===== src/include/raycast_consts.svh =====
`ifndef RAYCAST_CONSTS_SVH
`define RAYCAST_CONSTS_SVH

// frame geometry
`define RC_WIDTH    8
`define RC_HEIGHT   8

`define RC_CREDITS  4                // output credits held by the scanner after reset

// Q8.24 constants
`define FP_ONE      32'sh01000000
`define FP_HALF     32'sh00800000

// light direction, already unit length
`define LIGHT_X     32'sh00000000
`define LIGHT_Y     32'sh0099999a    // 0.6
`define LIGHT_Z     32'sh00cccccd    // 0.8

`define AMB_R       32'sh00333333    // 0.2
`define AMB_G       32'sh004ccccd    // 0.3
`define AMB_B       32'sh00666666    // 0.4

`define DIFF_R      32'sh00cccccd    // 0.8
`define DIFF_G      32'sh00b33333    // 0.7
`define DIFF_B      32'sh00800000    // 0.5

// one result bit per cycle, covers roots up to 2.0
`define SQRT_CYCLES 25

`endif


===== src/logic/raycast_pkg.sv =====
package raycast_pkg;

    typedef logic signed [31:0] fp;    // Q8.24

    typedef struct packed {
        fp x;
        fp y;
        fp z;
    } vec3;

    typedef struct packed {
        logic [2:0] col;
        logic [2:0] row;
        logic       last;              // final pixel of the frame
    } pix_tag_t;

    typedef struct packed {
        pix_tag_t tag;
        fp        px;
        fp        py;
    } ray_t;

    typedef struct packed {
        pix_tag_t tag;
        logic     hit;
        vec3      normal;
    } surf_t;

    typedef struct packed {
        pix_tag_t    tag;
        logic [23:0] rgb;              // r in the top byte
    } pixel_t;

    // Q8.24 product, low fraction bits dropped
    function automatic fp fp_mul(input fp a, input fp b);
        logic signed [63:0] prod;
        prod = a * b;
        return prod[55:24];
    endfunction

    function automatic fp vec3_dot(input vec3 a, input vec3 b);
        fp sum;
        sum = fp_mul(a.x, b.x);
        sum = sum + fp_mul(a.y, b.y);
        sum = sum + fp_mul(a.z, b.z);
        return sum;
    endfunction

endpackage


===== src/logic/fp_sqrt.sv =====
`timescale 1ns/100ps
`include "raycast_consts.svh"

module fp_sqrt (
    input  logic           clk,
    input  logic           rst,
    input  logic           go,
    input  raycast_pkg::fp radicand,
    output logic           done,
    output raycast_pkg::fp root
);
    localparam int N     = `SQRT_CYCLES;
    localparam int FRAC  = 24;
    localparam int CNT_W = $clog2(N + 1);

    logic [2*N-1:0]   opnd;                // radicand times 2^24 shifted out two bits a cycle
    logic [N-1:0]     part;                // partial remainder
    logic [N-1:0]     q;
    logic [CNT_W-1:0] cnt;
    logic [N+1:0]     shifted;
    logic [N+1:0]     trial;

    assign shifted = {part, opnd[2*N-1 -: 2]};
    assign trial   = {q, 2'b01};
    assign root    = {{(32 - N){1'b0}}, q};

    always_ff @(posedge clk) begin
        if (!rst) begin
            cnt  <= '0;
            done <= 1'b0;
        end else begin
            done <= 1'b0;
            if (go) begin
                cnt <= CNT_W'(N);
            end else if (cnt != '0) begin
                cnt <= cnt - CNT_W'(1);
                done <= (cnt == CNT_W'(1));
            end
        end
    end

    always_ff @(posedge clk) begin
        if (go) begin
            opnd <= {radicand[2*N-FRAC-1:0], {FRAC{1'b0}}};
            part <= '0;
            q    <= '0;
        end else if (cnt != '0) begin
            opnd <= opnd << 2;
            if (shifted >= trial) begin    // restore step not needed
                part <= N'(shifted - trial);
                q    <= {q[N-2:0], 1'b1};
            end else begin
                part <= shifted[N-1:0];
                q    <= {q[N-2:0], 1'b0};
            end
        end
    end

endmodule


===== src/logic/pixel_scan.sv =====
`timescale 1ns/100ps
`include "raycast_consts.svh"

module pixel_scan (
    input  logic              clk,
    input  logic              rst,
    input  logic              start,
    input  logic              credit_ret,
    input  logic              ray_ready,
    output logic              ray_valid,
    output raycast_pkg::ray_t ray,
    output logic              busy,
    input  logic              frame_end
);
    import raycast_pkg::*;

    localparam int         CRED_W  = $clog2(`RC_CREDITS + 1);
    localparam logic [2:0] COL_MAX = 3'(`RC_WIDTH - 1);
    localparam logic [2:0] ROW_MAX = 3'(`RC_HEIGHT - 1);

    logic [2:0]        col;
    logic [2:0]        row;
    logic [CRED_W-1:0] credits;
    logic              scan_on;            // rays still to be issued
    logic              take;
    logic              last_pix;

    // pixel centre (2*idx - 7)/8, exact in Q8.24
    function automatic fp grid_coord(input logic [2:0] idx);
        fp v;
        v = fp'({idx, 1'b0}) - fp'(7);
        return v <<< 21;
    endfunction

    assign last_pix  = (col == COL_MAX) && (row == ROW_MAX);
    assign ray_valid = scan_on && (credits != '0);   // stays up until taken
    assign take      = ray_valid && ray_ready;

    assign ray.tag.col  = col;
    assign ray.tag.row  = row;
    assign ray.tag.last = last_pix;
    assign ray.px       = grid_coord(col);
    assign ray.py       = grid_coord(row);

    always_ff @(posedge clk) begin
        if (!rst) begin
            credits <= CRED_W'(`RC_CREDITS);
        end else begin
            credits <= credits - CRED_W'(take) + CRED_W'(credit_ret);
        end
    end

    always_ff @(posedge clk) begin
        if (!rst) begin
            scan_on <= 1'b0;
            busy    <= 1'b0;
            col     <= '0;
            row     <= '0;
        end else begin
            if (start && !busy) begin
                scan_on <= 1'b1;
                busy    <= 1'b1;
                col     <= '0;
                row     <= '0;
            end else if (take) begin
                if (last_pix) begin
                    scan_on <= 1'b0;
                end
                if (col == COL_MAX) begin
                    col <= '0;
                    row <= row + 3'd1;
                end else begin
                    col <= col + 3'd1;
                end
            end
            if (frame_end) begin
                busy <= 1'b0;                    // last pixel has left the top
            end
        end
    end

endmodule


===== src/logic/raycast_top.sv =====
`timescale 1ns/100ps

module raycast_top (
    input  logic                clk,
    input  logic                rst,
    input  logic                start,
    input  logic                credit_ret,
    output logic                busy,
    output logic                pix_valid,
    output raycast_pkg::pixel_t pix
);
    import raycast_pkg::*;

    logic  ray_valid;
    logic  ray_ready;
    ray_t  ray;
    logic  surf_valid;
    surf_t surf;
    logic  frame_end;

    assign frame_end = pix_valid && pix.tag.last;   // frame done once its last pixel leaves

    pixel_scan pixel_scan_i (
        .clk        (clk),
        .rst        (rst),
        .start      (start),
        .credit_ret (credit_ret),
        .ray_ready  (ray_ready),
        .ray_valid  (ray_valid),
        .ray        (ray),
        .busy       (busy),
        .frame_end  (frame_end)
    );

    sphere_normal sphere_normal_i (
        .clk        (clk),
        .rst        (rst),
        .ray_valid  (ray_valid),
        .ray        (ray),
        .ray_ready  (ray_ready),
        .surf_valid (surf_valid),
        .surf       (surf)
    );

    shading shading_i (
        .clk        (clk),
        .rst        (rst),
        .surf_valid (surf_valid),
        .surf       (surf),
        .pix_valid  (pix_valid),
        .pix        (pix)
    );

endmodule


===== src/logic/shading.sv =====
`timescale 1ns/100ps
`include "raycast_consts.svh"

module shading (
    input  logic                clk,
    input  logic                rst,
    input  logic                surf_valid,
    input  raycast_pkg::surf_t  surf,
    output logic                pix_valid,
    output raycast_pkg::pixel_t pix
);
    import raycast_pkg::*;

    localparam vec3 LIGHT = '{x: `LIGHT_X, y: `LIGHT_Y, z: `LIGHT_Z};

    logic     v1;
    logic     hit1;
    pix_tag_t tag1;
    fp        dot_nl;
    fp        amb_comp;                    // normal y, negative part clamped off

    logic     v2;
    pix_tag_t tag2;
    fp        diffuse;
    fp        ambient;

    logic     v3;
    pix_tag_t tag3;
    fp        amb_r;
    fp        amb_g;
    fp        amb_b;
    fp        diff_r;
    fp        diff_g;
    fp        diff_b;

    fp        shade_r;
    fp        shade_g;
    fp        shade_b;

    always_ff @(posedge clk) begin
        if (!rst) begin
            v1        <= 1'b0;
            v2        <= 1'b0;
            v3        <= 1'b0;
            pix_valid <= 1'b0;
        end else begin
            v1        <= surf_valid;
            v2        <= v1;
            v3        <= v2;
            pix_valid <= v3;               // misses come out too, as black
        end
    end

    // stage 1: n.l and ambient source
    always_ff @(posedge clk) begin
        tag1     <= surf.tag;
        hit1     <= surf.hit;
        dot_nl   <= surf.hit ? vec3_dot(surf.normal, LIGHT) : '0;
        amb_comp <= (surf.hit && surf.normal.y > fp'(0)) ? surf.normal.y : '0;
    end

    // stage 2: clamp diffuse, half-lambert ambient
    always_ff @(posedge clk) begin
        tag2    <= tag1;
        diffuse <= (dot_nl > fp'(0)) ? dot_nl : '0;
        ambient <= hit1 ? `FP_HALF + fp_mul(`FP_HALF, amb_comp) : '0;
    end

    // stage 3: material colors
    always_ff @(posedge clk) begin
        tag3   <= tag2;
        amb_r  <= fp_mul(ambient, `AMB_R);
        amb_g  <= fp_mul(ambient, `AMB_G);
        amb_b  <= fp_mul(ambient, `AMB_B);
        diff_r <= fp_mul(diffuse, `DIFF_R);
        diff_g <= fp_mul(diffuse, `DIFF_G);
        diff_b <= fp_mul(diffuse, `DIFF_B);
    end

    assign shade_r = amb_r + diff_r;
    assign shade_g = amb_g + diff_g;
    assign shade_b = amb_b + diff_b;

    // stage 4: top fraction byte per channel
    always_ff @(posedge clk) begin
        pix.tag <= tag3;
        pix.rgb <= {shade_r[23:16], shade_g[23:16], shade_b[23:16]};
    end

endmodule


===== src/logic/sphere_normal.sv =====
`timescale 1ns/100ps
`include "raycast_consts.svh"

module sphere_normal (
    input  logic               clk,
    input  logic               rst,
    input  logic               ray_valid,
    input  raycast_pkg::ray_t  ray,
    output logic               ray_ready,
    output logic               surf_valid,
    output raycast_pkg::surf_t surf
);
    import raycast_pkg::*;

    ray_t ray_q;
    logic busy;                            // one ray in flight, held until surf goes out
    logic launch;
    logic take;
    fp    rem;
    logic hit;
    fp    radicand;
    logic sqrt_done;
    fp    sqrt_root;

    assign take      = ray_valid && ray_ready;
    assign ray_ready = !busy;

    // z^2 = 1 - x^2 - y^2 on the unit sphere
    assign rem = `FP_ONE - fp_mul(ray_q.px, ray_q.px) - fp_mul(ray_q.py, ray_q.py);
    assign hit = rem > fp'(0);
    assign radicand = hit ? rem : '0;    // misses still run the root for fixed latency

    fp_sqrt fp_sqrt_i (
        .clk      (clk),
        .rst      (rst),
        .go       (launch),
        .radicand (radicand),
        .done     (sqrt_done),
        .root     (sqrt_root)
    );

    always_ff @(posedge clk) begin
        if (!rst) begin
            busy       <= 1'b0;
            launch     <= 1'b0;
            surf_valid <= 1'b0;
        end else begin
            launch     <= take;
            surf_valid <= sqrt_done;
            if (take) begin
                busy <= 1'b1;
            end else if (sqrt_done) begin
                busy <= 1'b0;
            end
        end
    end

    always_ff @(posedge clk) begin
        if (take) begin
            ray_q <= ray;
        end
        if (sqrt_done) begin
            surf.tag      <= ray_q.tag;
            surf.hit      <= hit;
            surf.normal.x <= hit ? ray_q.px : '0;
            surf.normal.y <= hit ? ray_q.py : '0;
            surf.normal.z <= hit ? sqrt_root : '0;
        end
    end

endmodule


===== config.mk =====
export PLATFORM = sky130hd
export DESIGN_NAME = raycast_top
export DESIGN_NICKNAME = d
export VERILOG_FILES = /design/src/logic/raycast_pkg.sv /design/src/logic/fp_sqrt.sv /design/src/logic/pixel_scan.sv /design/src/logic/raycast_top.sv /design/src/logic/shading.sv /design/src/logic/sphere_normal.sv
export VERILOG_INCLUDE_DIRS = /design/src /design/src/include
export SDC_FILE = /design/constraint.sdc
export NUM_CORES = 2
export LEC_CHECK = 0
export BUFFER_PORTS_ARGS = -buffer_cell sky130_fd_sc_hd__buf_4
export CORE_MARGIN = 4
export CORE_UTILIZATION = 65
export CTS_CLUSTER_DIAMETER = 50
export DETAILED_ROUTE_END_ITERATION = 7
export GPL_ROUTABILITY_DRIVEN = 0
export PLACE_DENSITY = 0.78
export SLEW_MARGIN = 20
export SYNTH_ARGS = -nofsm -noshare
export SYNTH_HDL_FRONTEND = slang
export SYNTH_SLANG_ARGS = --single-unit

===== constraint.sdc =====
create_clock -name clk -period 8.85 [get_ports clk]
set_input_delay 0.4425 -clock clk [delete_from_list [all_inputs] [get_ports clk]]
set_output_delay 0.4425 -clock clk [all_outputs]
set_load 0.01 [all_outputs]

==> flow_summary.json <==
{
  "drive_gt1_frac": 0.0518,
  "crit_path_end_kind": "register",
  "cts_inserted_buffers": 43,
  "core.rowCount": 103,
  "synth.ff_latch_count": 373,
  "floorplan.core_area_um2": 79500,
  "crit_start": "sphere_normal_i.surf[13]",
  "ys_types": 88,
  "ctsHoldBuffers": 0,
  "h_tree_level_count": 2,
  "postSynth.asyncResetShare": 0,
  "hold_path_class": "in -> reg",
  "detailed_place.area_um2": 54500,
  "ys.warnings.count": 0,
  "crit_path_max_fanout": 4,
  "worst_path_required_time_ps": 9320,
  "reg2reg_from": "sphere_normal_i.surf[13]",
  "clock_path_buffers": 3,
  "fp.dieArea_um2": 85400,
  "layout_worst_path_cycle_share": 0.987,
  "final.setup.worst_slack_ps": 114,
  "clock_tree.root_cell": "sky130_fd_sc_hd__clkbuf_16",
  "synth_top_cell_area_share": 0.339,
  "worst_ep_arrival_time_ps": 9210,
  "nets": 7098,
  "rrSetupSlack_ps": 110,
  "drv_slew": 0,
  "clkSinkCount": 373,
  "gr-usage-all-layers": 0.312,
  "antenna_violation_net_count_after_detailed_routing": 0,
  "grt_antenna_before_repair": 8,
  "postRouteWirelength_um": 130000,
  "detailed_place_hpwl_um": 109000,
  "io_pins": 37,
  "critPathMaxStageDelay_ps": 570,
  "preCtsSetupSlack_ps": 133,
  "max_slew.worst_pin.slew_ps": 1090,
  "critical_path_class": "reg -> reg",
  "route.detailed.vias_per_inst": 5.65,
  "flow.area_growth_from_synthesis_pct": 7.29,
  "place.port_buffers": 36,
  "final_core_util": 0.709,
  "max_freq_mhz": 114,
  "vias": 35700,
  "synth_top_cell_by_area": "sky130_fd_sc_hd__fa_1",
  "drt-pass1-iter-count": 6,
  "timing.max_slew.rel_slack": 0.270,
  "r2r_end": "shading_i.dot_nl[26]",
  "final_period_minus_worst_setup_slack_ps": 8740,
  "timing.critical_path.from_type": "register",
  "cts_tree": "done",
  "pin_count_of_the_biggest_net_entering_global_routing": 68,
  "grt-ovfl-total": 0,
  "cp_common_cell": "sky130_fd_sc_hd__fa_1",
  "post_synth_instance_area_um2": 52500,
  "worstSetupEndpoint": "shading_i.dot_nl[26]",
  "synth_area_per_cell_um2": 10.3,
  "seq_area_frac_synth": 0.152,
  "post_drt_wl_per_cell_um": 20.5,
  "outcome": "finished, final reports clean",
  "critical_path.slowest_cell": "sky130_fd_sc_hd__fa_1",
  "stdcell_area_um2": 56400,
  "die_height_um": 292,
  "drc": 0,
  "synth_common_cells": "sky130_fd_sc_hd__inv_1 (1347), sky130_fd_sc_hd__ha_1 (963), sky130_fd_sc_hd__fa_1 (889), sky130_fd_sc_hd__dfxtp_1 (320), sky130_fd_sc_hd__a21oi_1 (173)",
  "reg2regPathDepth": 33,
  "chipWidth_um": 292,
  "setup_viol": 0,
  "post_synthesis_cells": 5117,
  "clkLatencyLatePin_ps": 610,
  "grt_first_pass_wirelength_um": 208000,
  "yosysMostFrequentCell": "sky130_fd_sc_hd__inv_1",
  "synth_edf_count": 53,
  "timing_hold_violations_final": 0,
  "ys_top_cells_by_area": "sky130_fd_sc_hd__fa_1 (34%), sky130_fd_sc_hd__ha_1 (23%), sky130_fd_sc_hd__dfxtp_1 (12%)",
  "start_util": 0.661,
  "vias_in_the_first_global_route": 39100,
  "synth_flop_cell": "sky130_fd_sc_hd__dfxtp_1",
  "clkTransAtPathRegs_ps": 70,
  "drt_first_iter_violations": 2572,
  "finClkSkew_ps": 17.5,
  "maxCapViolations": 0
}
## placed cells by master (no fill, tap or decap), types with 11 or more instances in the layout
cell type,count
sky130_fd_sc_hd__o21a_1,40
sky130_fd_sc_hd__or2_2,13
sky130_fd_sc_hd__a21oi_1,171
sky130_fd_sc_hd__xnor2_1,161
sky130_fd_sc_hd__and2_1,87
sky130_fd_sc_hd__nand4_1,16
sky130_fd_sc_hd__inv_1,1347
sky130_fd_sc_hd__nand2_1,159
sky130_fd_sc_hd__nor2b_1,34
sky130_fd_sc_hd__a21o_1,83
sky130_fd_sc_hd__ha_1,954
sky130_fd_sc_hd__nor2_1,157
sky130_fd_sc_hd__mux2i_1,12
sky130_fd_sc_hd__nand2b_1,23
sky130_fd_sc_hd__dfxtp_1,317
sky130_fd_sc_hd__and3_1,11
sky130_fd_sc_hd__a31oi_1,18
sky130_fd_sc_hd__nor3_1,61
sky130_fd_sc_hd__a211oi_1,46
sky130_fd_sc_hd__clkbuf_16,43
sky130_fd_sc_hd__buf_4,121
sky130_fd_sc_hd__o21ai_1,15
sky130_fd_sc_hd__o21ai_0,94
sky130_fd_sc_hd__nand3_1,32
sky130_fd_sc_hd__fa_1,888
sky130_fd_sc_hd__xor2_1,82
sky130_fd_sc_hd__o31ai_1,11
sky130_fd_sc_hd__o21bai_1,14
sky130_fd_sc_hd__edfxtp_1,53
## worst min-delay path by stage
stage | startpoint | endpoint | slack, ps | cells past startpoint
6_report | rst | pixel_scan_i.credits[2] | 100 | 2
5_1_grt | rst | pixel_scan_i.credits[2] | 90 | 2
4_1_cts | rst | pixel_scan_i.credits[2] | 70 | 2
3_5_place_dp | shading_i.tag3[6] | shading_i.pix[30] | 310 | 0
3_3_place_gp | shading_i.tag3[6] | shading_i.pix[30] | 310 | 0
2_1_floorplan | shading_i.tag3[0] | shading_i.pix[24] | 310 | 0
## what timing repair did
| action | in CTS | in global routing |
|---|---|---|
| endpoints found under the setup margin | 1 | 13 |
| resized for setup | 1 | 29 |
| setup buffers | 0 | 18 |
| pin swaps | 0 | 14 |
## cell families (layout without fill, tap and decap cells)
| group | after synthesis | in the layout | synth area share |
|---|---|---|---|
| other cells | 2 | 7 | 0.000143 |
| buf+inv | 1392 | 1549 | 0.0997 |
| flops | 373 | 373 | 0.152 |
| simple gates | 646 | 646 | 0.0608 |
| mux | 12 | 12 | 0.00229 |
| xor+xnor | 244 | 244 | 0.0407 |
| compound gates | 596 | 596 | 0.0759 |
| fa+ha+maj | 1852 | 1852 | 0.568 |
## flip-flops by register name, summed over array words and instances (netlist names), 25 cells and up
name / flops
shading_i.diffuse: 32
shading_i.dot_nl: 32
shading_i.pix: 31
sphere_normal_i.fp_sqrt_i.part: 25
sphere_normal_i.fp_sqrt_i.q: 25
sphere_normal_i.surf: 37
## metal layers
metal / track usage / up-vias / wire (µm)
met5: 0 / - / 48
met4: 0.193 / 6 / 10200
met3: 0.0664 / 548 / 10400
met2: 0.509 / 1446 / 60400
met1: 0.380 / 17400 / 48500
li1: - / 16300 / -
## stage by stage
step	hold slack (ps)	std cells	setup TNS, ps
final	95.1	6329	0
after global routing	88.9	6326	-465
after CTS	70.8	6307	0
after detailed placement	312	6229	0
after global placement	310	6229	0
after floorplan	310	5118	0
## critical path, delay by kind of cell, from the launching register on
family          cells  cell delay, ps
compound gates     15            3130
xor+xnor            1             150
fa+ha+maj           9            4070
buf+inv             5             310
flops               1             500
simple gates        3             460
## cell type report
type | count | area, µm²
clock inverters | 28 | 410
inverters | 1348 | 5060
diodes | 4 | 10.0
flip-flops and latches | 373 | 8000
well taps | 1050 | 1310
multi-input cells | 3353 | 39500
repair buffers | 123 | 931
clock buffers | 50 | 1140
fillers | 5595 | 23200
Power is not shown: default switching activity piles up to over one toggle a cycle in this logic, so the estimate is an artifact.
